### config.mk
export PLATFORM = sky130hd
export DESIGN_NAME = registerFile
export DESIGN_NICKNAME = d
export VERILOG_FILES = /design/src/common/a09Pkg.sv /design/src/design/registerFile.sv
export SDC_FILE = /design/constraint.sdc
export NUM_CORES = 1
export LEC_CHECK = 0
export ABC_AREA = 1
export BUFFER_PORTS_ARGS = -buffer_cell sky130_fd_sc_hd__buf_2
export CAP_MARGIN = 25
export CORE_ASPECT_RATIO = 1.25
export CORE_MARGIN = 2
export CORE_UTILIZATION = 40
export CTS_BUF_LIST = sky130_fd_sc_hd__clkbuf_4 sky130_fd_sc_hd__clkbuf_8
export DETAILED_ROUTE_END_ITERATION = 8
export HOLD_SLACK_MARGIN = 0.15
export RECOVER_POWER = 100
export SLEW_MARGIN = 25
export SYNTH_ARGS = -nofsm -noshare
export SYNTH_HDL_FRONTEND = slang
export SYNTH_SLANG_ARGS = --single-unit
### constraint.sdc
create_clock -name Clk -period 1.2 [get_ports Clk]
set_input_delay 0.06 -clock Clk [delete_from_list [all_inputs] [get_ports Clk]]
set_output_delay 0.06 -clock Clk [all_outputs]
set_load 0.005 [all_outputs]
### src/common/a09Pkg.sv
`default_nettype none

package a09Pkg;

    // ------------------------------------------------------------------------
    // Widths and IR field sizes
    // ------------------------------------------------------------------------
    localparam int dataWidthP   = 16;   // Datapath width
    localparam int addrWidthP   = 8;    // 256 words
    localparam int regSelWidthP = 3;    // Eight registers
    localparam int absWidthP    = 9;    // Absolute field IR[8:0]
    localparam int relWidthP    = 10;   // Branch offset IR[9:0]

    // Flag bit positions
    localparam int flagZeroP  = 0;
    localparam int flagNegP   = 1;
    localparam int flagCarryP = 2;
    localparam int flagOvfP   = 3;

    typedef logic [dataWidthP-1:0]   word_t;
    typedef logic [regSelWidthP-1:0] regSel_t;
    typedef logic [3:0]              flags_t;

    typedef enum logic [3:0] {
        aluAdd,
        aluSub,
        aluAnd,
        aluOr,
        aluPass             // A straight through
    } aluOp_t;

    // Upper nibble of the instruction word
    typedef enum logic [3:0] {
        opNop = 4'd0,
        opLdi = 4'd1,
        opLd  = 4'd2,
        opSt  = 4'd3,
        opAdd = 4'd4,
        opSub = 4'd5,
        opAnd = 4'd6,
        opOr  = 4'd7,
        opOut = 4'd8,
        opBne = 4'd9,
        opJpl = 4'd10,
        opRet = 4'd11,
        opHlt = 4'd15
    } opcode_t;

    typedef enum logic [2:0] {
        sReset,
        sFetch,
        sDecode,
        sExecute,
        sWriteback,
        sHalt
    } seqState_t;

    typedef enum logic [1:0] {addrPc, addrAbs} addrSrc_t;
    typedef enum logic [1:0] {pcBranch, pcStack, pcAbs} pcSrc_t;
    typedef enum logic [1:0] {dataImm, dataMem, dataAlu} dataSrc_t;

endpackage

`default_nettype wire

### src/design/registerFile.sv
`timescale 1ns/1ps
`default_nettype none

module registerFile #(
    parameter int DataWidth = a09Pkg::dataWidthP
) (
    input  wire                   Clk,
    input  wire                   regWe,
    input  wire a09Pkg::dataSrc_t dataSrc,
    input  wire a09Pkg::word_t    ir,
    input  wire a09Pkg::word_t    memData,
    input  wire a09Pkg::word_t    aluResult,
    output a09Pkg::word_t         src1Data,
    output a09Pkg::word_t         src2Data
);

    a09Pkg::word_t   regs [2**a09Pkg::regSelWidthP];
    a09Pkg::opcode_t opcode;
    a09Pkg::regSel_t dstSel;        // IR[11:9]
    a09Pkg::regSel_t src1Sel;
    a09Pkg::regSel_t src2Sel;       // IR[6:4]
    a09Pkg::word_t   wrData;

    assign opcode  = a09Pkg::opcode_t'(ir[DataWidth-1 -: 4]);
    assign dstSel  = ir[11:9];
    assign src2Sel = ir[6:4];

    // OUT and ST name their register in the destination field
    assign src1Sel = (opcode == a09Pkg::opOut || opcode == a09Pkg::opSt) ? dstSel : ir[2:0];

    always_comb begin
        case (dataSrc)
            a09Pkg::dataImm: wrData = {{(DataWidth-a09Pkg::absWidthP){1'b0}},
                                       ir[a09Pkg::absWidthP-1:0]};
            a09Pkg::dataMem: wrData = memData;
            default:         wrData = aluResult;
        endcase
    end

    always_ff @(posedge Clk) begin
        if (regWe) begin
            regs[dstSel] <= wrData;
        end
    end

    assign src1Data = regs[src1Sel];
    assign src2Data = regs[src2Sel];

endmodule

`default_nettype wire

=== After elaboration in Yosys (flattened, before gate mapping) ===
Memory sizes are Yosys's and may differ from the RTL's.
Index checks and enable logic that the tools add are counted.
Widths: inputs -> output; s select.

* Equality and inequality tests: 3
* Mux-type cells: 4
* Reduce and logical (&&, ||, !) cells: 2

{| class="wikitable"
|+ Operators with widths
! operator !! count
|-
| $pmux 16 s2 || 1
|-
| $eq 4x2->1 const B || 1
|-
| $eq 4x4->1 const B || 1
|-
| $mux 3 || 1
|-
| $eq 2x1->1 const B || 1
|-
| $logic_not 2->1 || 1
|-
| $mux 1 || 2
|-
| $logic_or 1x1->1 || 1
|}

* Memories: 1
* Logic and storage cells: 10
* Bits in writable memories: 128
* Output and inout port bits: 32
* Bits in registers: 0
* Input bits: 52

{| class="wikitable"
|+ Memories
! memory !! words !! bits a word !! read ports !! clocked after Yosys merged registers in !! write ports !! line !! RTL
|-
| regs || 8 || 16 || 2 || 0 || 1 || registerFile.sv:17 || <nowiki>a09Pkg::word_t regs [2**a09Pkg::regSelWidthP];</nowiki>
|}

=== Depth between registers and ports, before layout ===
Gate-level depths: netlist of the first run.
An unclocked memory read counts as a cell.

* Depth after elaboration: 4
* Mapped depth: 12
* Depth with buffers taken out: 11

=== Least setup slack after synthesis of the first run ===
OpenSTA, ideal clock, no wires.

* Path type: input port to flip-flop
* From: input port ir[9]
* To: memory regs[0][0] (netlist name), enable pin
* Arrival time: 0.934 ns
* Required time: 0.812 ns
* Stages on the path: 3
* Path slack: -0.123 ns
* Cell sequence: inv_1 nand2_1 nor2_1

{| class="wikitable"
|+ RTL lines
! item !! line !! RTL
|-
| start: declaration || registerFile.sv:10 || <nowiki>input wire a09Pkg::word_t ir,</nowiki>
|-
| end: declaration || registerFile.sv:17 ||
|}

No word-level cell before the write port.

==> flow_metrics.env, run 1 <==
export IMPL_post_route_cells_drive_above_1_share_pct=34.3
export IMPL_whs_ns=0.181
export IMPL_drt_iter0_drc=537
export IMPL_p_leak_uw=0.00447
export IMPL_min_period_ns=1.60
export IMPL_dp_cells=1181
export IMPL_antenna_found_initial=0
export IMPL_grt_max_degree=31
export IMPL_num_rows=54
export IMPL_ys_top_cells_by_area="edfxtp_1 54%, nand3_1 12%, nand2_1 9.7%"
export IMPL_syn_inst=860
export IMPL_wl_um=23800
export IMPL_syn_avg_cell_area_um2=8.28
export IMPL_clk_pin_slew_ns=0.08
export IMPL_crit_type="reg2out"
export IMPL_yosysSeqAreaShare_pct=54.0
export IMPL_dieArea_um2=18900
export IMPL_coreArea_um2=17400
export IMPL_start_kind="flop"
export IMPL_hp_class="in2reg"
export IMPL_numClockSinks=128
export IMPL_largestRegisters="regs x128"
export IMPL_status="complete, but fails checks"
export IMPL_yosysWarnings=0
export IMPL_cellPowerDensity_nw_per_um2=1120
export IMPL_area_growth_pct=38.5
export IMPL_drv_cap=0
export IMPL_path_max_fanout=2
export IMPL_n_antenna_cell=0
export IMPL_cts_root_buf="clkbuf_8"
export IMPL_synth_most_common_cell="nand2_1"
export IMPL_hpwl_um=14200
export IMPL_htreeDepth=4
export IMPL_max_freq_mhz=626
export IMPL_grt_pass1_vias=6466
export IMPL_largest_reg_flops=128
export IMPL_viasPerCell=5.38
export IMPL_ys_seq_elements=128
export IMPL_grt_ovfl_total=0
export IMPL_hold_start="memData[6]"
export IMPL_drc=0
export IMPL_portBuffers=83
export IMPL_place_worst_setup_slack_ns=-0.282
export IMPL_endpoint_kind="primary output"
export IMPL_slew_headroom_pct=52.8
export IMPL_initial_core_util_pct=40.8
export IMPL_grt_pass1_wl_um=35600
export IMPL_final_util_pct=56.6
export IMPL_totalPowerFinal_uw=11100
export IMPL_worst_pin_slew_ns=0.709
export IMPL_die_w_um=123
export IMPL_synth_distinct_cells=19
export IMPL_yosysTopAreaCellShare_pct=54.0
export IMPL_synth_edff_count=128
export IMPL_fin_nets=1065
export IMPL_fin_crit_sh_pct=133
export IMPL_cp_arrival_ns=1.54
export IMPL_final_cells=1250
export IMPL_hold_viol_final=0
export IMPL_critPathLaunch="regs[5][7]$_DFFE_PP_"
export IMPL_drtPass1Iterations=6
export IMPL_violations="setup timing"
export IMPL_synth_ff_type="edfxtp_1"
export IMPL_synth_top_area_cell="edfxtp_1"
export IMPL_grt_total_usage_pct=25.4
export IMPL_cts_tree="built"
export IMPL_synth_common_cells="183 x nand2_1, 167 x nand3_1, 138 x inv_1"
export IMPL_ant_nets=0
export IMPL_ios=84
export IMPL_critPathCapture="src2Data[7]"
export IMPL_setup_ws_ns=-0.398
export IMPL_regMostFlops="regs"
export IMPL_slew_violations=0
export IMPL_cp_required_ns=1.14
export IMPL_clk_path_buf_depth=2
export IMPL_rsz0062_at_grt="yes"
export IMPL_gp_congestion=0.849
export IMPL_mappedNetlistArea_um2=7120
export IMPL_cts_buffers=17
export IMPL_hold_path_depth=3
export IMPL_avgRoutedWirePerCell_um=19.0
export IMPL_synth_fp_nets=912
export IMPL_setup_viol=32
export IMPL_vias=6722
export IMPL_die_height_um=153
export IMPL_ir_drop_mv=0.598
export IMPL_async_reset_ff_share_pct=0
## layout make-up
cell class                      count  area (µm²)
Multi-Input combinational cell    535        3170
Clock inverter                     14         115
Timing Repair Buffer              190        1670
Sequential cell                   128        3840
Fill cell                        1561        7570
Inverter                          141         537
Tap cell                          224         280
Clock buffer                       18         241
## per-layer routing
layer	track usage (%)	vias to the layer above	routed length, µm
met1	32.8	3138	9470
met5	0	-	0
met2	41.5	316	11600
li1	-	3186	-
met3	3.88	82	1770
met4	11.7	0	971
## critical path, stage by stage, from the launching register on
cell	delay, ns
edfxtp_1	0.35
inv_2	0.05
a21oi_2	0.12
o21ai_1	0.07
nand2_1	0.10
nor2_2	0.07
a31oi_4	0.20
buf_6	0.13
## report_power, final
group	total (µW)	switching [µW]	leakage, µW	internal (µW)
clock network	3420	1770	0.000180	1650
registers	5180	55.3	0.00110	5130
logic	2460	1450	0.00319	1010
## metrics by stage
step                      instance area (µm²)  TNS [ns]
after floorplan                          7130     -7.41
after detailed placement                 8350     -7.43
after CTS                                9610     -9.48
after global placement                   8350     -7.32
final                                    9860    -10.16
after global routing                     9860    -12.84
## worst min-delay path by stage
stage | to | slack, ns
2_1_floorplan | src2Data[0] | 0.31
3_3_place_gp | regs[5][14]$_DFFE_PP_ | 0.52
3_5_place_dp | regs[5][14]$_DFFE_PP_ | 0.51
4_1_cts | regs[0][12]$_DFFE_PP_ | 0.15
5_1_grt | regs[7][2]$_DFFE_PP_ | 0.20
6_report | regs[7][6]$_DFFE_PP_ | 0.18
## placed cells by master, fill, tap and decap left out, drive strengths merged
cell,n
a21oi,64
a22oi,3
a31oi,16
buf,149
bufinv,1
clkbuf,36
clkinv,7
clkinvlp,2
dlygate4sd3,23
edfxtp,128
inv,145
nand2,190
nand3,169
nor2,28
o21ai,65
## kinds of logic (layout without fill, tap and decap cells)
logic type      Yosys count  in the layout  share of synthesized area [%]
simple gates            387            387                           23.8
buf+inv                 197            363                           11.3
compound gates          148            148                           10.8
flops                   128            128                           54.0
## what timing repair did
item	4_1_cts	5_1_grt
setup buffers	9	2
pin swaps	99	88
hold buffers	23	0
gates cloned	7	0
gates resized for setup	147	103
hold endpoints to repair	90	0
setup endpoints to repair	32	32
Power figures use the tool's default switching activity.
==> inputs of run 2 (changes only) <==
--- a/config.mk
+++ b/config.mk
@@ -5,7 +5,6 @@
 export SDC_FILE = /design/constraint.sdc
 export NUM_CORES = 1
 export LEC_CHECK = 0
-export ABC_AREA = 1
 export BUFFER_PORTS_ARGS = -buffer_cell sky130_fd_sc_hd__buf_2
 export CAP_MARGIN = 25
 export CORE_ASPECT_RATIO = 1.25
==> flow_metrics.env, run 2 <==
export IMPL_p_leak_uw=0.00367
export IMPL_setup_viol=64
export IMPL_synth_distinct_cells=41
export IMPL_cp_required_ns=1.14
export IMPL_regMostFlops="regs"
export IMPL_ant_nets=0
export IMPL_synth_ff_type="edfxtp_1"
export IMPL_slew_violations=0
export IMPL_path_max_fanout=8
export IMPL_syn_inst=420
export IMPL_endpoint_kind="primary output"
export IMPL_synth_common_cells="128 x edfxtp_1, 34 x nand2_1, 32 x mux4_2"
export IMPL_hpwl_um=12100
export IMPL_fin_nets=733
export IMPL_yosysWarnings=0
export IMPL_die_height_um=146
export IMPL_post_route_cells_drive_above_1_share_pct=57.6
export IMPL_fin_crit_sh_pct=174
export IMPL_coreArea_um2=15700
export IMPL_cts_tree="built"
export IMPL_mappedNetlistArea_um2=6450
export IMPL_numClockSinks=128
export IMPL_worst_pin_slew_ns=0.889
export IMPL_antenna_found_initial=0
export IMPL_drc=0
export IMPL_final_cell_mix="128 x edfxtp_1, 124 x buf_4, 64 x buf_2, 33 x nand2_1, 32 x mux4_2"
export IMPL_largest_reg_flops=128
export IMPL_cts_root_buf="clkbuf_8"
export IMPL_synthXorXnorAreaFrac_pct=0
export IMPL_drtPass1Iterations=7
export IMPL_final_common_cell="edfxtp_1"
export IMPL_area_growth_pct=50.1
export IMPL_dieArea_um2=17200
export IMPL_vias=4983
export IMPL_synth_top_area_cell="edfxtp_1"
export IMPL_initial_core_util_pct=41.1
export IMPL_largestRegisters="regs x128"
export IMPL_rsz0062_at_grt="yes"
export IMPL_synth_simple_gate_area_share_pct=4.95
export IMPL_ir_drop_mv=0.751
export IMPL_avgRoutedWirePerCell_um=21.4
export IMPL_yosysTopAreaCellShare_pct=59.6
export IMPL_setup_ws_ns=-0.884
export IMPL_gp_congestion=0.779
export IMPL_num_rows=51
export IMPL_hp_class="in2reg"
export IMPL_clk_path_buf_depth=2
export IMPL_async_reset_ff_share_pct=0
export IMPL_grt_total_usage_pct=21.8
export IMPL_crit_type="in2out"
export IMPL_whs_ns=0.163
export IMPL_start_kind="primary input"
export IMPL_cp_arrival_ns=2.02
export IMPL_grt_ovfl_total=0
export IMPL_ys_seq_elements=128
export IMPL_drv_cap=0
export IMPL_portBuffers=83
export IMPL_grt_pass1_vias=5155
export IMPL_status="complete, but fails checks"
export IMPL_syn_avg_cell_area_um2=15.3
export IMPL_synth_fp_nets=472
export IMPL_synth_top_family_by_area="multiplexers"
export IMPL_htreeDepth=4
export IMPL_clk_pin_slew_ns=0.08
export IMPL_n_antenna_cell=0
export IMPL_cts_buffers=17
export IMPL_max_freq_mhz=480
export IMPL_ys_top_cells_by_area="edfxtp_1 60%, mux4_2 11%, mux2_2 5.4%"
export IMPL_hold_viol_final=0
export IMPL_drt_iter0_drc=327
export IMPL_cellPowerDensity_nw_per_um2=1210
export IMPL_slew_headroom_pct=40.1
export IMPL_synth_compound_area_share_pct=12.4
export IMPL_synth_most_common_cell="edfxtp_1"
export IMPL_min_period_ns=2.08
export IMPL_ios=84
export IMPL_viasPerCell=5.51
export IMPL_wl_um=19400
export IMPL_synth_edff_count=128
export IMPL_synthAdderAreaFrac_pct=0
export IMPL_fillCellCount=1214
export IMPL_grt_max_degree=27
export IMPL_place_worst_setup_slack_ns=-0.894
export IMPL_muxShareOfSynthArea_pct=20.3
export IMPL_yosysSeqAreaShare_pct=59.6
export IMPL_violations="setup timing"
export IMPL_die_w_um=118
export IMPL_grt_pass1_wl_um=28200
## run 2: changes by cell type after synthesis, sizes merged, moves of 16 or more
cell | before | now
mux2 | 0 | 31
o21ai | 65 | 14
nor2 | 28 | 10
a22o | 0 | 21
inv | 141 | 2
nand3 | 169 | 2
nand2 | 190 | 34
mux2i | 0 | 24
a31oi | 16 | 0
mux4 | 0 | 32
a21oi | 64 | 30
## run 2: metrics by stage
step / util [%] / instance area (µm²) / setup TNS, ns / power, µW / std cells
2_1_floorplan: - / 6710 / -6.30 / 6410 / 420
3_3_place_gp: 53.5 / 8400 / -26.15 / 7290 / 811
3_5_place_dp: 53.5 / 8400 / -32.74 / 7340 / 811
4_1_cts: 59.7 / 9380 / -21.76 / 11500 / 883
5_1_grt: 61.6 / 9670 / -30.12 / 12100 / 905
6_report: 61.6 / 9670 / -23.85 / 11700 / 905
## run 2: per-layer routing
metal / global-route usage (%) / up-vias / wire length [µm]
li1: - / 2254 / -
met5: 0 / - / 0
met4: 6.75 / 0 / 404
met2: 39.6 / 194 / 10400
met3: 4.15 / 33 / 1060
met1: 26.3 / 2502 / 7580
## run 2: final cells by class
type / instances / area (µm²) / share of cell area [%]
Multi-Input combinational cell: 257 / 2820 / 29.2
Clock inverter: 14 / 191 / 1.98
Clock buffer: 17 / 234 / 2.42
Inverter: 2 / 7.51 / 0.0776
Tap cell: 212 / 265 / 2.74
Timing Repair Buffer: 275 / 2310 / 23.9
Sequential cell: 128 / 3840 / 39.7
## run 2: repair_timing
item                                    in CTS  in global routing
pin swaps                                    3                 11
cloned                                       2                  3
hold buffers                                15                  0
buffers inserted                            24                 22
hold endpoints to repair                    88                  0
endpoints found under the setup margin      32                 32
resized for setup                           41                 57
## run 2: cells by family after synthesis
logic type / count (synthesis)
mux: 87
flops: 128
compound gates: 105
buf+inv: 35
simple gates: 65
## run 2: critical path: stages
cell and delay, ns:
buf_8 0.10, buf_12 0.13, nor2_4 0.12, a211oi_4 0.05, buf_6 0.13, o211ai_4 0.34
buf_6 0.16, clkbuf_16 0.14, a21oi_2 0.05, a22o_1 0.24, a221oi_2 0.33, buf_2 0.17
## run 2: report_power, final
part	leakage, µW	switching [µW]	internal (µW)	total, µW
registers	0.00111	71.7	5130	5200
clock network	0.000207	1720	2250	3970
logic	0.00236	1150	1370	2520
## run 2: path summary, 6_finish.rpt
check / from / slack (ns) / endpoint / cells past startpoint
worst max-delay path: ir[12] / -0.88 / src1Data[3] / 12
worst min-delay path: aluResult[10] / 0.16 / regs[3][10]$_DFFE_PP_ / 2
