<file path="src/common/a09Pkg.sv">
`default_nettype none

package a09Pkg;

    // ------------------------------------------------------------------------
    // Widths and IR field sizes
    // ------------------------------------------------------------------------
    localparam int dataWidthP   = 16;   // Datapath width
    localparam int addrWidthP   = 8;    // 256 words
    localparam int regSelWidthP = 3;    // Eight registers
    localparam int absWidthP    = 9;    // Absolute field IR[8:0]
    localparam int relWidthP    = 10;   // Branch offset IR[9:0]

    // Flag bit positions
    localparam int flagZeroP  = 0;
    localparam int flagNegP   = 1;
    localparam int flagCarryP = 2;
    localparam int flagOvfP   = 3;

    typedef logic [dataWidthP-1:0]   word_t;
    typedef logic [regSelWidthP-1:0] regSel_t;
    typedef logic [3:0]              flags_t;

    typedef enum logic [3:0] {
        aluAdd,
        aluSub,
        aluAnd,
        aluOr,
        aluPass             // A straight through
    } aluOp_t;

    // Upper nibble of the instruction word
    typedef enum logic [3:0] {
        opNop = 4'd0,
        opLdi = 4'd1,
        opLd  = 4'd2,
        opSt  = 4'd3,
        opAdd = 4'd4,
        opSub = 4'd5,
        opAnd = 4'd6,
        opOr  = 4'd7,
        opOut = 4'd8,
        opBne = 4'd9,
        opJpl = 4'd10,
        opRet = 4'd11,
        opHlt = 4'd15
    } opcode_t;

    typedef enum logic [2:0] {
        sReset,
        sFetch,
        sDecode,
        sExecute,
        sWriteback,
        sHalt
    } seqState_t;

    typedef enum logic [1:0] {addrPc, addrAbs} addrSrc_t;
    typedef enum logic [1:0] {pcBranch, pcStack, pcAbs} pcSrc_t;
    typedef enum logic [1:0] {dataImm, dataMem, dataAlu} dataSrc_t;

endpackage

`default_nettype wire

</file>
<file path="src/sequenceControl/sequenceControl.sv">
`timescale 1ns/1ps
`default_nettype none

module sequenceControl #(
    parameter int DataWidth = a09Pkg::dataWidthP,
    parameter int AddrWidth = a09Pkg::addrWidthP
) (
    input  wire                 Clk,
    input  wire                 rstN,
    input  wire a09Pkg::word_t  memData,
    input  wire a09Pkg::flags_t flags,
    output a09Pkg::word_t       ir,
    output logic                irLd,
    output logic                memEn,
    output logic                memWr,
    output a09Pkg::addrSrc_t    addrSrc,
    output logic                pcInc,
    output logic                pcLd,
    output a09Pkg::pcSrc_t      pcSrc,
    output logic                stkLd,
    output logic                regWe,
    output a09Pkg::dataSrc_t    dataSrc,
    output a09Pkg::aluOp_t      aluOp,
    output logic                aluLd,
    output logic                flgLd,
    output logic                outLd,
    output logic                ready,
    output logic                halt
);

    a09Pkg::seqState_t state;
    a09Pkg::seqState_t nextState;
    a09Pkg::opcode_t   opcode;

    assign opcode = a09Pkg::opcode_t'(ir[DataWidth-1 -: 4]);   // Top nibble

    assign ready = (state != a09Pkg::sReset) && (state != a09Pkg::sHalt);
    assign halt  = (state == a09Pkg::sHalt);

    always_ff @(posedge Clk) begin
        if (!rstN) begin
            state <= a09Pkg::sReset;
        end else begin
            state <= nextState;
        end
    end

    // Instruction register, fed straight from RAM read data
    always_ff @(posedge Clk) begin
        if (irLd) begin
            ir <= memData;
        end
    end

    // ALU function from opcode, only sampled when aluLd is up
    always_comb begin
        case (opcode)
            a09Pkg::opAdd: aluOp = a09Pkg::aluAdd;
            a09Pkg::opSub: aluOp = a09Pkg::aluSub;
            a09Pkg::opAnd: aluOp = a09Pkg::aluAnd;
            a09Pkg::opOr:  aluOp = a09Pkg::aluOr;
            default:       aluOp = a09Pkg::aluPass;
        endcase
    end

    // ------------------------------------------------------------------------
    // Control matrix
    // ------------------------------------------------------------------------
    always_comb begin
        nextState = state;
        irLd      = 1'b0;
        memEn     = 1'b0;
        memWr     = 1'b0;
        addrSrc   = a09Pkg::addrPc;
        pcInc     = 1'b0;
        pcLd      = 1'b0;
        pcSrc     = a09Pkg::pcBranch;
        stkLd     = 1'b0;
        regWe     = 1'b0;
        dataSrc   = a09Pkg::dataImm;
        aluLd     = 1'b0;
        flgLd     = 1'b0;
        outLd     = 1'b0;
        case (state)
            a09Pkg::sReset: nextState = a09Pkg::sFetch;
            a09Pkg::sFetch: begin
                memEn     = 1'b1;               // Read at PC
                nextState = a09Pkg::sDecode;
            end
            a09Pkg::sDecode: begin
                irLd      = 1'b1;
                pcInc     = 1'b1;               // PC now one past this instr
                nextState = a09Pkg::sExecute;
            end
            a09Pkg::sExecute: begin
                nextState = a09Pkg::sFetch;     // Most finish here
                case (opcode)
                    a09Pkg::opLdi: regWe = 1'b1;
                    a09Pkg::opLd: begin
                        memEn     = 1'b1;
                        addrSrc   = a09Pkg::addrAbs;
                        nextState = a09Pkg::sWriteback;
                    end
                    a09Pkg::opSt: begin
                        memEn   = 1'b1;
                        memWr   = 1'b1;
                        addrSrc = a09Pkg::addrAbs;
                    end
                    a09Pkg::opAdd, a09Pkg::opSub, a09Pkg::opAnd, a09Pkg::opOr: begin
                        aluLd     = 1'b1;
                        flgLd     = 1'b1;
                        nextState = a09Pkg::sWriteback;
                    end
                    a09Pkg::opOut: outLd = 1'b1;
                    a09Pkg::opBne: pcLd = !flags[a09Pkg::flagZeroP];  // Taken on Z clear
                    a09Pkg::opJpl: begin
                        pcLd  = 1'b1;
                        pcSrc = a09Pkg::pcAbs;
                        stkLd = 1'b1;           // Save return address
                    end
                    a09Pkg::opRet: begin
                        pcLd  = 1'b1;
                        pcSrc = a09Pkg::pcStack;
                    end
                    a09Pkg::opHlt: nextState = a09Pkg::sHalt;
                    default: ;                  // NOP and spare codes
                endcase
            end
            a09Pkg::sWriteback: begin
                regWe     = 1'b1;
                dataSrc   = (opcode == a09Pkg::opLd) ? a09Pkg::dataMem : a09Pkg::dataAlu;
                nextState = a09Pkg::sFetch;
            end
            a09Pkg::sHalt: nextState = a09Pkg::sHalt;   // Until reset
            default: nextState = a09Pkg::sReset;
        endcase
    end

    // ------------------------------------------------------------------------
    // Checks
    // ------------------------------------------------------------------------
    aStateLegal: assert property (@(posedge Clk) disable iff (!rstN)
        state inside {a09Pkg::sReset, a09Pkg::sFetch, a09Pkg::sDecode,
                      a09Pkg::sExecute, a09Pkg::sWriteback, a09Pkg::sHalt});

    aWrNotFetch: assert property (@(posedge Clk) disable iff (!rstN)
        !(memWr && irLd));

    aHaltQuiet: assert property (@(posedge Clk) disable iff (!rstN)
        halt |-> !regWe);

    // LD/ST address must land inside the RAM
    aAbsInRange: assert property (@(posedge Clk) disable iff (!rstN)
        (memEn && addrSrc == a09Pkg::addrAbs)
            |-> (ir[a09Pkg::absWidthP-1:0] < (1 << AddrWidth)));

endmodule

`default_nettype wire

</file>
<file path="config.mk">
export PLATFORM = sky130hd
export DESIGN_NAME = sequenceControl
export DESIGN_NICKNAME = d
export VERILOG_FILES = /design/src/common/a09Pkg.sv /design/src/sequenceControl/sequenceControl.sv
export SDC_FILE = /design/constraint.sdc
export NUM_CORES = 1
export LEC_CHECK = 0
export ABC_AREA = 1
export BUFFER_PORTS_ARGS = -buffer_cell sky130_fd_sc_hd__buf_4
export CELL_PAD_IN_SITES_DETAIL_PLACEMENT = 0
export CELL_PAD_IN_SITES_GLOBAL_PLACEMENT = 2
export CORE_ASPECT_RATIO = 0.9
export CORE_MARGIN = 2
export CORE_UTILIZATION = 21
export CTS_CLUSTER_SIZE = 8
export DETAILED_ROUTE_END_ITERATION = 10
export PLACE_DENSITY = 0.83
export SYNTH_ARGS = -nofsm -noshare
export SYNTH_HDL_FRONTEND = slang
export SYNTH_SLANG_ARGS = --single-unit
</file>
<file path="constraint.sdc">
create_clock -name Clk -period 1.55 [get_ports Clk]
set_input_delay 0.3875 -clock Clk [delete_from_list [all_inputs] [get_ports Clk]]
set_output_delay 0.3875 -clock Clk [all_outputs]
set_load 0.03 [all_outputs]
</file>
After elaboration in Yosys (flattened, before gate mapping):

Index checks and enable logic that the tools add are counted.

* register bits: 19
* bits of input ports: 22
* output and inout bits: 38
* logic and storage cells: 53

* equality and inequality tests: 18
* muxes and demuxes: 24
* reductions and logical operators: 9

Operator list (number)
* 4-bit equality test, second input constant: 5
* 4-bit by 3-bit equality test with 1-bit output, second input constant: 4
* 3-bit case mux with 5 select lines: 1
* 1-bit two-way mux: 14
* 3-bit case mux with 4 select lines: 1
* 4-bit by 2-bit equality test with 1-bit output, second input constant: 2
* 3-bit by 2-bit equality test with 1-bit output, second input constant: 2
* 3-bit equality test, second input constant: 2
* 2-bit two-way mux: 3
* 1-bit case mux with 2 select lines: 3
* 3-bit case mux with 2 select lines: 1
* 2-bit OR reduction: 3
* 5-bit OR reduction: 1
* 4-bit by 1-bit equality test with 1-bit output, second input constant: 1
* 2-bit case mux with 2 select lines: 1
* 4-bit OR reduction: 1
* 3-bit by 1-bit equality test with 1-bit output, second input constant: 1
* 3-bit zero test: 1
* 3-bit != test, second input constant: 1
* 3-bit nonzero test: 1
* 1-bit logical AND: 1
* 1-bit zero test: 1

Logic depth before layout (Yosys ltp):

Gate-level depths: netlist of the first run.

* word-level depth: 4
* gate-level depth with buffers: 7
* depth with buffers taken out: 6

Least setup slack after synthesis of the first run:

No wires, ideal clock.

* path kind: reg2out
* start: reg ir[15]
* end: out flgLd
* arrival time: 1713 ps
* required time: 1162 ps
* path slack: -551 ps
* cell stages (with the launch flop): 5
* buffers on the path: 1
* cells stage by stage: edfxtp_1 inv_1 nand2_1 nor2_1 buf_4

* cells in the longest elaborated chain, start to end: 4
* elaborated cells on any way between the ends: 7
* those cells by class: 4 x eq/ne; 2 x mux; 1 x reduce/logical

Ends and longest elaborated chain
* from (decl): line sequenceControl.sv:12 `output a09Pkg::word_t ir,`
* from (signal assigned): line sequenceControl.sv:51 `ir <= memData;`
* 4-bit by 3-bit equality test with 1-bit output
* 4-bit OR reduction *
* 1-bit two-way mux * (2 in series)
* to (decl): line sequenceControl.sv:25 `output logic flgLd,`

Every way passes the cells marked *; elsewhere a longest branch is shown, timed or not.

Final worst setup path of the first run:

* start: reg state[2]
* end: out pcSrc[1]

* cells in the longest elaborated chain, start to end: 2

Ends and longest elaborated chain
* from (decl): line sequenceControl.sv:31 `a09Pkg::seqState_t state;`
* from (signal assigned): line sequenceControl.sv:42 `state <= a09Pkg::sReset;`
* from (signal assigned): line sequenceControl.sv:44 `state <= nextState;`
* 3-bit by 2-bit equality test with 1-bit output: line sequenceControl.sv:84 `case (state)`
* 2-bit two-way mux: line sequenceControl.sv:84
* to (decl): line sequenceControl.sv:19 `output a09Pkg::pcSrc_t pcSrc,`

Every way passes these cells.

==> results of run 1 <==
## cells in the mapped netlist
master	count	area (um^2)
edfxtp_1	16	480
nor2_1	12	45.0
inv_1	11	41.3
nand2_1	9	33.8
nand3_1	7	35.0
buf_4	4	30.0
a21oi_1	3	15.0
dfxtp_1	3	60.1
inv_2	3	11.3
nor3_1	3	15.0
nor2_2	2	12.5
a31oi_1	1	6.26
conb_1	1	3.75
nand2_2	1	6.26
nor2_4	1	11.3
o21ai_0	1	5.00
o21ai_1	1	5.00
## through the flow
step / TNS (ps) / cell area, um^2 / worst slack (ps)
final: -2440 / 1830 / -229
after CTS: -2650 / 1710 / -239
after global placement: -12.5 / 1470 / -12.5
after floorplan: -759 / 943 / -86.5
after detailed placement: -38.8 / 1470 / -31.0
after global routing: -3990 / 1830 / -319
## worst reg2reg max path, stage by stage, from the launching register on
cell and delay (ps):
dfxtp_4 360, buf_4 160, inv_4 60, nand3_4 70, clkinvlp_4 120, buf_4 200
## layer usage
metal	global-route usage	vias up
li1	-	414
met1	0.112	396
met2	0.175	45
met3	0.0528	2
met4	0.0505	0
met5	0	-
## cell families after synthesis
logic type | share of synthesized area
and+or+nand+nor | 0.194
AOI/OAI and AO/OA | 0.0383
other | 0.00459
DFF | 0.662
buffers and inverters | 0.101
## state kept, by name, indices dropped and copies added (netlist names)
signal  cells
ir         16
state       3
## report_power, final
part	switching (mW)	internal (mW)
Combinational	0.208	0.166
Sequential	0.0125	0.586
Clock	0.153	0.178
Total	0.373	0.930
## path summary, 6_finish.rpt
| check | startpoint | end | slack (ps) |
|---|---|---|---|
| max | state[2] | pcSrc[1] | -230 |
| min | memData[10] | ir[10] | 310 |
| max reg2reg | state[2] | ir[12] | 290 |
| min reg2reg | state[0] | state[2] | 520 |
## timing repair
action | CTS | global route
resized for setup | 35 | 19
setup buffers | 10 | 7
endpoints found under the setup margin | 19 | 21
cloned | 0 | 0
pin swaps | 8 | 8
## layout make-up
type                       instances  area (um^2)  share of cell area
clock buffer                       3         41.3              0.0225
clock inverter                     1         5.00             0.00273
inverter                          14         63.8              0.0348
multi-input combinational         43          413               0.225
sequential                        19          547               0.298
tap                               46         57.6              0.0314
timing repair buffer              80          707               0.385
==> metrics.yaml, run 1 <==
power_mw: 1.30
max_freq_mhz: 562
htree_levels: 1
setup_viol: 19
grt_pass1_vias: 845
hold_viol: 0
synth-seq-cells: 19
cts_max_path_buffers: 2
dp.cells: 189
power_density_mw_per_mm2: 711
fin_nets: 183
hold-path-cell-count: 1
setup_slack_ps: -229
slew_viol_final: 0
antenna_found_initial: 0
gr-total-overflow: 0
dr.pass1.iters: 4
grt_setup_unrepaired: "true"
first_iter_violations: 21
yosys.cell_types.count: 17
cp_top_family: "simple AND/OR/NAND/NOR gates"
grt_pass1_wl_mm: 3.59
worstSkewPairLatency_ps: 250
grt_max_degree: 12
cts_tree: "done"
p_leak_nw: 0.812
critPathMaxFanout: 5
synth_warnings: 0
die_w_um: 69.8
peakVddDrop_mv: 0.651
path_class: "reg2out"
portBuffers: 54
status: "finished, violations left"
hold_buffers: 0
hp-class: "in2reg"
crit_path_end_kind: "output pin"
synthesis.area_um2: 817
pin_count: 60
cp_common_cell: "nor2_4"
ant_nets: 0
most-common-layout-cells: "buf_4, buf_6, edfxtp_1"
core_area_mm2: 0.00373
cp_data_arrival_time_ps: 1390
worstPathRequired_ps: 1160
crit_path_top_delay_cell: "dfxtp_4"
maxUsedRoutingLayer: "met4"
skew_ps: 2.83
die-area_mm2: 0.00441
final_cells: 206
route.detailed.wl_per_inst_um: 11.6
layout_commonest_cell: "buf_4"
drive_above_1_share: 0.769
dr_total_vias: 857
start_util: 0.219
violations: "negative setup slack"
routed_via_density: 4.16
syn_avg_cell_area_um2: 10.3
clk_pin_slew_ps: 70
m1WireLength_um: 878
n_antenna_cell: 0
utilization: 0.492
num_rows: 21
finalWeightedCongestion: 0.650
fillers: 363
ff2ff_path_depth: 5
area_growth_pct: 125
crit_buf_inv: 2
met3_length_um: 271
period_share: 1.15
holdWs_ps: 308
die_h_um: 63.2
finalWirelength_mm: 2.39
grt.total_usage: 0.106
start_kind: "register"
max_cap_violations: 0
path_depth: 6
drc: 0
cp_slowest_stage_delay_ps: 360
yosysSeqAreaShare: 0.662
min_period_ps: 1780
clock-sinks: 19
hpwl_mm: 1.79
cp_cell_sequence: "nor2_4 > inv_2 > nor2_4 > nand2_4 > nor3_4 > buf_6"
root_buffer: "clkbuf_8"
netlist_instances: 79
dr_wl_met2_mm: 1.22
cts-buffers-inserted: 3
Note: power is estimated with default switching activity, not from simulation.
==> inputs of run 2 (changes only) <==
CORE_ASPECT_RATIO = unset   (was 0.9)
==> run 2 against run 1 <==
Effect of this change:
- the run still ends with negative setup slack left
- sequential power up 0.8%
- clock power down 2%
- die area about the same
- critical path depth up 1
- largest power group unchanged
==> metrics.yaml, run 2 (synthesis results as in run 1) <==
cp_slowest_stage_delay_ps: 330
status: "finished, violations left"
hold_viol: 0
utilization: 0.489
routed_via_density: 4.09
worstPathRequired_ps: 1160
layout_commonest_cell: "buf_4"
worstSkewPairLatency_ps: 250
hold-path-cell-count: 1
grt.total_usage: 0.113
largest_register_ffs: 16
ff2ff_path_depth: 7
core_area_mm2: 0.00369
clk_pin_slew_ps: 60
drc: 0
drive_above_1_share: 0.767
antenna_found_initial: 0
start_util: 0.222
htree_levels: 1
num_rows: 22
min_period_ps: 1770
max_flop_register: "ir"
most-common-layout-cells: "buf_4, buf_6, edfxtp_1"
critPathMaxFanout: 5
power_density_mw_per_mm2: 713
start_kind: "register"
fin_nets: 182
p_leak_nw: 0.798
max_freq_mhz: 567
peakVddDrop_mv: 0.613
setup_slack_ps: -215
die-area_mm2: 0.00441
ant_nets: 0
setup_viol: 18
pin_count: 60
cts_tree: "done"
path_class: "reg2out"
use_met2: 0.171
gr-usage-met3: 0.0443
finalWirelength_mm: 2.22
die_w_um: 66.4
cp_cell_sequence: "inv_2 > nor2_4 > inv_2 > nor2_4 > nand2_4 > nor3_4 > buf_6"
dr.pass1.iters: 4
clock-sinks: 19
power_mw: 1.29
grt_max_degree: 12
grt_setup_unrepaired: "true"
cts-buffers-inserted: 3
root_buffer: "clkbuf_8"
hold_buffers: 0
hp-class: "in2reg"
skew_ps: 2.02
dr_total_vias: 847
crit_path_end_kind: "output pin"
die_h_um: 66.4
cts_max_path_buffers: 2
first_iter_violations: 16
violations: "negative setup slack"
portBuffers: 54
crit_path_top_delay_cell: "dfxtp_2"
grt_pass1_vias: 852
max_cap_violations: 0
n_antenna_cell: 0
top_regs: "ir (16), state (3)"
gr-total-overflow: 0
area_growth_pct: 121
preCtsSetupSlack_ps: -52.3
holdWs_ps: 309
use_met1: 0.133
busiest_layer: "met2"
route.detailed.wl_per_inst_um: 10.7
grt_pass1_wl_mm: 3.66
slew_viol_final: 0
finalWeightedCongestion: 0.673
cp_data_arrival_time_ps: 1380
hpwl_mm: 1.67
period_share: 1.14
## run 2: timing repair
action                     in CTS  in global routing
pin swaps                      10                  7
setup endpoints to repair      19                 32
resized for setup              35                 16
setup buffers                   7                  6
## run 2: layout make-up
cell class / instances / area, um^2
clock buffer: 4 / 45.0
fill: 353 / 1890
inverter: 14 / 56.3
multi-input combinational: 43 / 395
sequential: 19 / 544
tap: 48 / 60.1
timing repair buffer: 79 / 702
## run 2: power by group
group | switching (mW) | internal (mW) | leakage [nW]
logic | 0.196 | 0.159 | 0.602
registers | 0.0153 | 0.588 | 0.173
clock network | 0.145 | 0.182 | 0.0228
## run 2: per-layer routing
metal  part of all wire  vias to the layer above
li1                   -                      415
met1               0.37                      381
met2               0.49                       47
met3               0.12                        4
met4              0.022                        0
met5                  0                        -
## run 2: worst paths after layout
kind | end | from | slack, ps
worst max register to register | state[0] | ir[14] | 110
worst min-delay path | ir[5] | memData[5] | 310
worst min register to register | state[2] | state[0] | 520
worst max-delay path | pcSrc[1] | state[0] | -220
## run 2: worst max-delay path: cells and delay by family (launching register included)
family | cells | cell delay [ps]
simple gates | 4 | 540
flops | 1 | 330
buf+inv | 3 | 260
## run 2: metrics by stage
step,instance area (um^2),setup TNS [ps],cells
floorplan,943,-759,80
global placement,1470,-17.1,191
detailed placement,1470,-77.9,191
CTS,1700,-2550,202
global route,1800,-4050,207
finish,1800,-2380,207
