## config.mk

```make
export PLATFORM = sky130hd
export DESIGN_NAME = alu
export DESIGN_NICKNAME = d
export VERILOG_FILES = /design/src/common/a09Pkg.sv /design/src/design/alu.sv
export SDC_FILE = /design/constraint.sdc
export NUM_CORES = 1
export LEC_CHECK = 0
export BUFFER_PORTS_ARGS = -buffer_cell sky130_fd_sc_hd__buf_2
export CAP_MARGIN = 25
export CORE_UTILIZATION = 45
export CTS_BUF_LIST = sky130_fd_sc_hd__clkbuf_4
export DETAILED_ROUTE_END_ITERATION = 8
export PLACE_DENSITY_LB_ADDON = 0.2
export SKIP_CTS_REPAIR_TIMING = 1
export SYNTH_ARGS = -nofsm -noshare
export SYNTH_HDL_FRONTEND = slang
export SYNTH_SLANG_ARGS = --single-unit
```

## constraint.sdc

```tcl
create_clock -name Clk -period 4.5 [get_ports Clk]
set_input_delay 0.9 -clock Clk [delete_from_list [all_inputs] [get_ports Clk]]
set_output_delay 0.9 -clock Clk [all_outputs]
set_load 0.02 [all_outputs]
```

## src/common/a09Pkg.sv

```systemverilog
`default_nettype none

package a09Pkg;

    // ------------------------------------------------------------------------
    // Widths and IR field sizes
    // ------------------------------------------------------------------------
    localparam int dataWidthP   = 16;   // Datapath width
    localparam int addrWidthP   = 8;    // 256 words
    localparam int regSelWidthP = 3;    // Eight registers
    localparam int absWidthP    = 9;    // Absolute field IR[8:0]
    localparam int relWidthP    = 10;   // Branch offset IR[9:0]

    // Flag bit positions
    localparam int flagZeroP  = 0;
    localparam int flagNegP   = 1;
    localparam int flagCarryP = 2;
    localparam int flagOvfP   = 3;

    typedef logic [dataWidthP-1:0]   word_t;
    typedef logic [regSelWidthP-1:0] regSel_t;
    typedef logic [3:0]              flags_t;

    typedef enum logic [3:0] {
        aluAdd,
        aluSub,
        aluAnd,
        aluOr,
        aluPass             // A straight through
    } aluOp_t;

    // Upper nibble of the instruction word
    typedef enum logic [3:0] {
        opNop = 4'd0,
        opLdi = 4'd1,
        opLd  = 4'd2,
        opSt  = 4'd3,
        opAdd = 4'd4,
        opSub = 4'd5,
        opAnd = 4'd6,
        opOr  = 4'd7,
        opOut = 4'd8,
        opBne = 4'd9,
        opJpl = 4'd10,
        opRet = 4'd11,
        opHlt = 4'd15
    } opcode_t;

    typedef enum logic [2:0] {
        sReset,
        sFetch,
        sDecode,
        sExecute,
        sWriteback,
        sHalt
    } seqState_t;

    typedef enum logic [1:0] {addrPc, addrAbs} addrSrc_t;
    typedef enum logic [1:0] {pcBranch, pcStack, pcAbs} pcSrc_t;
    typedef enum logic [1:0] {dataImm, dataMem, dataAlu} dataSrc_t;

endpackage

`default_nettype wire

```

## src/design/alu.sv

```systemverilog
`timescale 1ns/1ps
`default_nettype none

module alu #(
    parameter int DataWidth = a09Pkg::dataWidthP
) (
    input  wire                 Clk,
    input  wire                 rstN,
    input  wire a09Pkg::aluOp_t aluOp,
    input  wire                 aluLd,
    input  wire                 flgLd,
    input  wire a09Pkg::word_t  a,
    input  wire a09Pkg::word_t  b,
    output a09Pkg::word_t       result,
    output a09Pkg::flags_t      flags
);

    logic [DataWidth:0] wide;       // Carry/borrow in the top bit
    a09Pkg::word_t      y;
    logic               ovf;
    a09Pkg::flags_t     flagsNext;

    always_comb begin
        ovf = 1'b0;
        case (aluOp)
            a09Pkg::aluAdd: begin
                wide = {1'b0, a} + {1'b0, b};
                ovf  = (a[DataWidth-1] == b[DataWidth-1]) && (wide[DataWidth-1] != a[DataWidth-1]);
            end
            a09Pkg::aluSub: begin
                wide = {1'b0, a} - {1'b0, b};
                ovf  = (a[DataWidth-1] != b[DataWidth-1]) && (wide[DataWidth-1] != a[DataWidth-1]);
            end
            a09Pkg::aluAnd: wide = {1'b0, a & b};
            a09Pkg::aluOr:  wide = {1'b0, a | b};
            default:        wide = {1'b0, a};
        endcase
    end

    assign y = wide[DataWidth-1:0];

    always_comb begin
        flagsNext                       = '0;
        flagsNext[a09Pkg::flagZeroP]    = (y == '0);
        flagsNext[a09Pkg::flagNegP]     = y[DataWidth-1];
        flagsNext[a09Pkg::flagCarryP]   = wide[DataWidth];
        flagsNext[a09Pkg::flagOvfP]     = ovf;
    end

    // Result and flag registers
    always_ff @(posedge Clk) begin
        if (!rstN) begin
            result <= '0;
            flags  <= '0;
        end else begin
            if (aluLd) result <= y;
            if (flgLd) flags  <= flagsNext;
        end
    end

endmodule

`default_nettype wire

```

After elaboration in Yosys (flattened, before gate mapping) --
Cells that the tools add are included.
Cells by class: add/subtract/negate cells 2, multiplexer cells 2, bitwise gates (word level) 2, equality and inequality tests 7, reductions and logical operators 4
Operator list (count):
- case mux 17 bit (4 select lines) | 1
- adder 16 x 16 -> 17 bit | 1
- subtractor 16 x 16 -> 17 bit | 1
- bitwise AND 16 bit | 1
- zero test 16 bit | 1
- OR 16 bit | 1
- == test 4 x 2 -> 1 bit (second input constant) | 2
- == test 4 x 1 -> 1 bit (second input constant) | 1
- zero test 4 bit | 1
- inequality test 1 bit | 3
- logical AND 1 bit | 2
- case mux 1 bit (2 select lines) | 1
- == test 1 bit | 1
Word-level totals: output and inout bits 20, bits in registers 20, word-level logic and storage cells 19, input port bits 40

Depth between registers and ports, before layout --
Gate-level depths: netlist of the first run.
word-level depth 4, mapped depth 13, mapped depth without buffers 13

Worst setup path after synthesis of the first run --
OpenSTA, ideal clock, no wires.
path kind input to register, from in a[0], to reg flags[0], required time 4.386 ns, library setup time 0.114 ns, setup slack 1.140 ns, buffers on the path 0, arrival 3.246 ns, stages 13, cells stage by stage inv_1 -> ha_1 -> inv_1 -> fa_1 -> nand2b_1 -> a2111o_1 -> a211oi_2 -> or4_2 -> a32o_1 -> nand3_1 -> a2111oi_0 -> and4bb_1 -> a21o_1
On the way: longest elaborated chain between the ends 3, elaborated cells between the ends (all ways) 6, classes of those cells add/sub: 2; mux: 1; bitwise: 2; reduce/logical: 1
Ends and longest elaborated chain:
- start: declaration | line alu.sv:12 | input wire a09Pkg::word_t a,
- subtractor 16 x 16 -> 17 bit, or another cell as far along | line alu.sv:31 | wide = {1'b0, a} - {1'b0, b};
- case mux 17 bit (4 select lines) * | line alu.sv:25 | case (aluOp)
- zero test 16 bit * | line alu.sv:44 | flagsNext[a09Pkg::flagZeroP] = (y == '0);
- end signal: assignment | line alu.sv:57 | if (flgLd) flags <= flagsNext;
- end: declaration | line alu.sv:15 | output a09Pkg::flags_t flags
Every way passes the cells marked *; elsewhere a longest branch is shown, timed or not. A chain may end at the register's enable or synchronous reset.

Final worst setup path of the first run --
from in a[1], to reg flags[0]
Same word-level chain as after synthesis.

==> impl_metrics.env, run 1 <==
export IMPL_timing_critical_path_to_type="register"
export IMPL_cap_violations=0
export IMPL_period_share=0.818
export IMPL_avgViaCountPerCell=5.98
export IMPL_slew_viol_final=0
export IMPL_grt_pass1_wl_um=15600
export IMPL_drive_gt1_frac=0.159
export IMPL_aggregate_routed_wire_length_um=9930
export IMPL_critPathBufInv=2
export IMPL_synth_async_reset_ratio=0
export IMPL_post_dp_hpwl_um=7800
export IMPL_power_density_nw_per_um2=175
export IMPL_final_count_of_hold_timing_violations=0
export IMPL_numCtsBuffers=3
export IMPL_start_kind="input pin"
export IMPL_cpPeakStageDelay_ps=520
export IMPL_p_total_mw=0.649
export IMPL_finalWeightedCongestion=0.917
export IMPL_finClkSkew_ps=0
export IMPL_syn_area_um2=3340
export IMPL_grtUsageTotal=0.256
export IMPL_number_of_primary_i_o_pins=60
export IMPL_synth_top_area_frac=0.187
export IMPL_timing_hold_ws_ps=464
export IMPL_synth_ff_latch_count=20
export IMPL_gr_total_overflow=0
export IMPL_floorplan_initialDensity=0.463
export IMPL_max_slew_worst_pin_slew_ps=819
export IMPL_setup_worst_path_class="in -> reg"
export IMPL_post_synth_inst_count=465
export IMPL_post_drt_wl_per_cell_um=16.3
export IMPL_synth_sequential_area_ratio=0.120
export IMPL_critPathTopFamily="compound AO/OA/AOI/OAI gates"
export IMPL_grt_max_degree=28
export IMPL_n_antenna_cell=0
export IMPL_static_leakage_power_nw=1.74
export IMPL_finish_net_count=604
export IMPL_critical_path_top_cell_by_count="sky130_fd_sc_hd__a211oi_1"
export IMPL_synthDistinctLibCells=70
export IMPL_portBuffers=59
export IMPL_setup_tns_final_ps=0
export IMPL_mappedNetlistNets=557
export IMPL_placement_rows=31
export IMPL_path_cells="buf_2 -> inv_1 -> ha_1 -> a211oi_1 -> o21bai_1 -> a211oi_1 -> nor3_1 -> nor3b_1 -> nand3_1 -> a2111oi_0 -> and4bb_1 -> a21o_1"
export IMPL_detailedRoute_firstPassIterationCount=5
export IMPL_crit_slowest_cell="sky130_fd_sc_hd__a211oi_1"
export IMPL_worstHoldPathType="reg -> reg"
export IMPL_instances_no_fill=610
export IMPL_fp_dieW_um=88.1
export IMPL_grt_setup_unrepaired="no"
export IMPL_vdd_ir_drop_max_v=0.0000976
export IMPL_synth_edff_count=0
export IMPL_antenna_violating_nets_post_route=0
export IMPL_avgSynthCellArea_um2=7.18
export IMPL_dieHeight_um=88.1
export IMPL_finalSetupViolCount=0
export IMPL_cts_tree="built"
export IMPL_numPlacedInstances=606
export IMPL_drt_drc_violations_left=0
export IMPL_synth_largest_area_cell="sky130_fd_sc_hd__ha_1"
export IMPL_coreArea_um2=7210
export IMPL_max_clock_path_buffers=2
export IMPL_synth_warnings=0
export IMPL_routed_via_count=3648
export IMPL_status="completed"
export IMPL_timing_max_slew_rel_slack=0.450
export IMPL_required_ps=4750
export IMPL_finalCriticalPeriod_ps=3680
export IMPL_crit_path_max_fanout=5
export IMPL_fp_dieArea_um2=7770
export IMPL_antenna_found_initial=0
export IMPL_cts_root_buf="sky130_fd_sc_hd__clkbuf_4"
export IMPL_synth_cells_most_frequent="sky130_fd_sc_hd__ha_1, sky130_fd_sc_hd__inv_1, sky130_fd_sc_hd__nor2_1"
export IMPL_yosys_top_cells_area="sky130_fd_sc_hd__ha_1, sky130_fd_sc_hd__dfxtp_1, sky130_fd_sc_hd__a21oi_1"
export IMPL_cts_num_sinks=20
export IMPL_first_global_vias=3140
export IMPL_drt_iter0_drc=236
export IMPL_clk_pin_slew_ps=110
export IMPL_areaGrowthSynthToFinish_pct=11.1
export IMPL_max_freq_mhz=272
export IMPL_cts_max_level=1
export IMPL_yosys_most_used_dff="sky130_fd_sc_hd__dfxtp_1"
export IMPL_worstPathArrival_ps=3930
export IMPL_clk_latency_ps=290
## cells by family after synthesis
kind of cell,Yosys count,synth area share
muxes,9,0.0307
xor gates and xnor gates,7,0.0184
buffers and inverters,75,0.0945
adders and majority gates,52,0.199
and+or+nand+nor,144,0.210
AOI/OAI and AO/OA,158,0.327
DFF,20,0.120
## area by class of cell
cell class | count | area, um2
Fill cell | 733 | 3510
Multi-Input combinational cell | 370 | 2620
Sequential cell | 20 | 400
Timing Repair Buffer | 65 | 340
Inverter | 52 | 195
Tap cell | 99 | 124
Clock buffer | 3 | 22.5
Clock inverter | 1 | 3.75
## cells in the final DEF, fill, tap and decap left out, types with 4 or more instances in the layout
cell / n
sky130_fd_sc_hd__nand2_1: 30
sky130_fd_sc_hd__inv_1: 50
sky130_fd_sc_hd__buf_2: 59
sky130_fd_sc_hd__nor2_1: 47
sky130_fd_sc_hd__o2111ai_1: 4
sky130_fd_sc_hd__xnor2_1: 6
sky130_fd_sc_hd__o31ai_1: 4
sky130_fd_sc_hd__a2111oi_0: 4
sky130_fd_sc_hd__nor2b_1: 10
sky130_fd_sc_hd__nand3_1: 16
sky130_fd_sc_hd__buf_4: 6
sky130_fd_sc_hd__a31oi_1: 4
sky130_fd_sc_hd__o211ai_1: 8
sky130_fd_sc_hd__a21o_1: 5
sky130_fd_sc_hd__o22ai_1: 6
sky130_fd_sc_hd__and3_1: 4
sky130_fd_sc_hd__ha_1: 50
sky130_fd_sc_hd__dfxtp_1: 20
sky130_fd_sc_hd__a22oi_1: 4
sky130_fd_sc_hd__nor3_1: 16
sky130_fd_sc_hd__mux2i_1: 8
sky130_fd_sc_hd__a21oi_1: 39
sky130_fd_sc_hd__o21a_1: 6
sky130_fd_sc_hd__nand2b_1: 5
sky130_fd_sc_hd__a211oi_1: 13
sky130_fd_sc_hd__o21ai_0: 24
## registers in the layout (all words and copies together) (netlist names)
name	count
flags	4
result	16
## stage by stage
stage | instance area (um2) | setup WS (ps) | utilization
after floorplan | 3340 | 1140 | -
after global placement | 3680 | 627 | 0.510
after detailed placement | 3680 | 567 | 0.510
after CTS | 3710 | 850 | 0.514
after global routing | 3710 | 591 | 0.514
final | 3710 | 820 | 0.514
## worst reg2reg max path, stage by stage, from the launching register on
cell	delay (ps)
sky130_fd_sc_hd__dfxtp_1	320
sky130_fd_sc_hd__nor2b_1	120
sky130_fd_sc_hd__o21a_1	170
## power by group
group,switching (mW),internal [mW]
Sequential,0.00599,0.189
Combinational,0.232,0.138
Clock,0.0524,0.0322
## layer usage
layer / GRT usage / wire length [um]
met2: 0.413 / 4400
met3: 0.0189 / 678
met1: 0.376 / 4720
met5: 0 / 0
met4: 0.0455 / 129
## worst paths after layout
kind | to | slack, ps | start | depth (start not counted)
setup reg to reg | result[10] | 3790 | result[10] | 2
setup / recovery | flags[0] | 820 | a[1] | 12
hold reg to reg | result[4] | 460 | result[4] | 2
hold / removal | result[4] | 460 | result[4] | 2
Note: power is estimated with default switching activity, not from simulation.
==> inputs of run 2 (changes only) <==
- clock period: 4.5 -> 3.3 ns (I/O delays scaled with it)
==> run 2 against run 1 <==
Compared with the run above: core utilization grew 10 points; hold slack gained 15 ps; via count grew 6.9%; clock-buffer cell count is the same; sequential power grew 36%; non-clock buffer count grew 85; cell count grew 14%; worst setup slack lost 720 ps; highest routed layer unchanged; flip-flop and latch count is the same.
==> impl_metrics.env, run 2 (synthesized netlist as in run 1, its figures left out) <==
export IMPL_final_count_of_hold_timing_violations=0
export IMPL_post_drt_wl_per_cell_um=15.8
export IMPL_numPlacedInstances=691
export IMPL_drt_drc_violations_left=0
export IMPL_layout_cells_most_common_list="sky130_fd_sc_hd__buf_4, sky130_fd_sc_hd__buf_2, sky130_fd_sc_hd__inv_1, sky130_fd_sc_hd__ha_1, sky130_fd_sc_hd__nor2_1"
export IMPL_start_kind="input pin"
export IMPL_fp_dieW_um=88.1
export IMPL_finalWeightedCongestion=0.946
export IMPL_worstHoldPathType="reg -> reg"
export IMPL_timing_critical_path_to_type="register"
export IMPL_areaGrowthSynthToFinish_pct=32.7
export IMPL_hold_path_depth=2
export IMPL_setup_worst_path_class="in -> reg"
export IMPL_power_density_nw_per_um2=246
export IMPL_cts_max_level=1
export IMPL_clk_pin_slew_ps=120
export IMPL_cts_num_sinks=20
export IMPL_required_ps=3520
export IMPL_dieHeight_um=88.1
export IMPL_coreArea_um2=7210
export IMPL_regMostFlops="result"
export IMPL_crit_path_max_fanout=3
export IMPL_period_share=0.969
export IMPL_grt_setup_unrepaired="yes"
export IMPL_aggregate_routed_wire_length_um=11000
export IMPL_final_cell_area_um2=4430
export IMPL_status="completed"
export IMPL_drive_gt1_frac=0.290
export IMPL_detailedRoute_firstPassIterationCount=5
export IMPL_routed_via_count=3901
export IMPL_largest_register_ffs=16
export IMPL_slew_viol_final=0
export IMPL_finish_net_count=689
export IMPL_grt_max_degree=41
export IMPL_worst_r2r_setup_slack_ps=2590
export IMPL_worstHoldEndpoint="result[4]"
export IMPL_cap_violations=0
export IMPL_antenna_violating_nets_post_route=0
export IMPL_n_antenna_cell=0
export IMPL_max_slew_worst_pin_slew_ps=476
export IMPL_floorplan_initialDensity=0.463
export IMPL_first_global_vias=3701
export IMPL_vdd_ir_drop_max_v=0.000139
export IMPL_numCtsBuffers=3
export IMPL_grt_pass1_wl_um=17700
export IMPL_finalCriticalPeriod_ps=3200
export IMPL_fin_ws_ps=102
export IMPL_worstHoldStart="result[4]"
export IMPL_avgViaCountPerCell=5.61
export IMPL_timing_max_slew_rel_slack=0.674
export IMPL_max_freq_mhz=313
export IMPL_layout_commonest_cell="sky130_fd_sc_hd__buf_4"
export IMPL_dp_slack_ps=-234
export IMPL_max_clock_path_buffers=2
export IMPL_grtUsageTotal=0.291
export IMPL_instances_no_fill=695
export IMPL_top_regs="result x16, flags x4"
export IMPL_cts_root_buf="sky130_fd_sc_hd__clkbuf_4"
export IMPL_placement_rows=31
export IMPL_cts_tree="built"
export IMPL_worstPathArrival_ps=3420
export IMPL_antenna_found_initial=0
export IMPL_p_total_mw=1.09
export IMPL_setup_tns_final_ps=0
export IMPL_fp_dieArea_um2=7770
export IMPL_gr_total_overflow=0
export IMPL_static_leakage_power_nw=2.18
export IMPL_critical_path_reg2reg_endpoint="result[10]"
export IMPL_finalSetupViolCount=0
export IMPL_portBuffers=59
export IMPL_rr_startpoint="result[10]"
export IMPL_post_dp_hpwl_um=9060
export IMPL_dpl_cell_area_um2=4350
export IMPL_drt_iter0_drc=199
export IMPL_clk_latency_ps=310
export IMPL_number_of_primary_i_o_pins=60
export IMPL_finClkSkew_ps=0
export IMPL_reg2reg_depth=2
run 2: cell type report:
class | instances | area [um2]
Inverter | 52 | 195
Tap cell | 99 | 124
Clock inverter | 1 | 30.0
Sequential cell | 20 | 400
Fill cell | 700 | 2780
Timing Repair Buffer | 150 | 1000
Clock buffer | 3 | 22.5
Multi-Input combinational cell | 370 | 2660
run 2: through the flow:
step / util / hold slack (ps)
global placement: 0.602 / 450
finish: 0.614 / 479
CTS: 0.610 / 485
floorplan: - / 535
detailed placement: 0.602 / 468
global route: 0.614 / 493
run 2: layer usage:
layer  vias to the layer above  global-route usage  share of wire
met4                         0              0.0777          0.019
met2                       129               0.508           0.47
met3                        19              0.0283          0.052
met5                         -                   0              0
li1                       1943                   -              -
met1                      1810               0.381           0.46
run 2: critical path, cell delays in order:
cell	delay, ps
sky130_fd_sc_hd__buf_2	120
sky130_fd_sc_hd__inv_1	70
sky130_fd_sc_hd__ha_1	180
sky130_fd_sc_hd__inv_1	70
sky130_fd_sc_hd__fa_1	390
sky130_fd_sc_hd__nand2b_1	120
sky130_fd_sc_hd__a2111o_1	200
sky130_fd_sc_hd__a211oi_2	110
sky130_fd_sc_hd__or4_2	650
sky130_fd_sc_hd__a32o_1	280
sky130_fd_sc_hd__nand3_1	120
sky130_fd_sc_hd__a2111oi_2	60
sky130_fd_sc_hd__and4bb_1	220
sky130_fd_sc_hd__a21o_1	170
run 2: worst max-delay path by stage:
stage | from | end | slack (ps) | cells after the start
6_report | a[0] | flags[0] | 100 | 14
5_1_grt | a[0] | flags[0] | -20 | 14
4_1_cts | b[6] | flags[0] | 80 | 13
3_5_place_dp | b[6] | flags[0] | -230 | 13
3_3_place_gp | a[6] | flags[0] | -220 | 13
2_1_floorplan | a[0] | flags[0] | 180 | 13
run 2: report_power, final:
group | switching [mW] | internal [mW]
logic | 0.349 | 0.278
clock network | 0.0764 | 0.123
registers | 0.00830 | 0.257
total | 0.434 | 0.658
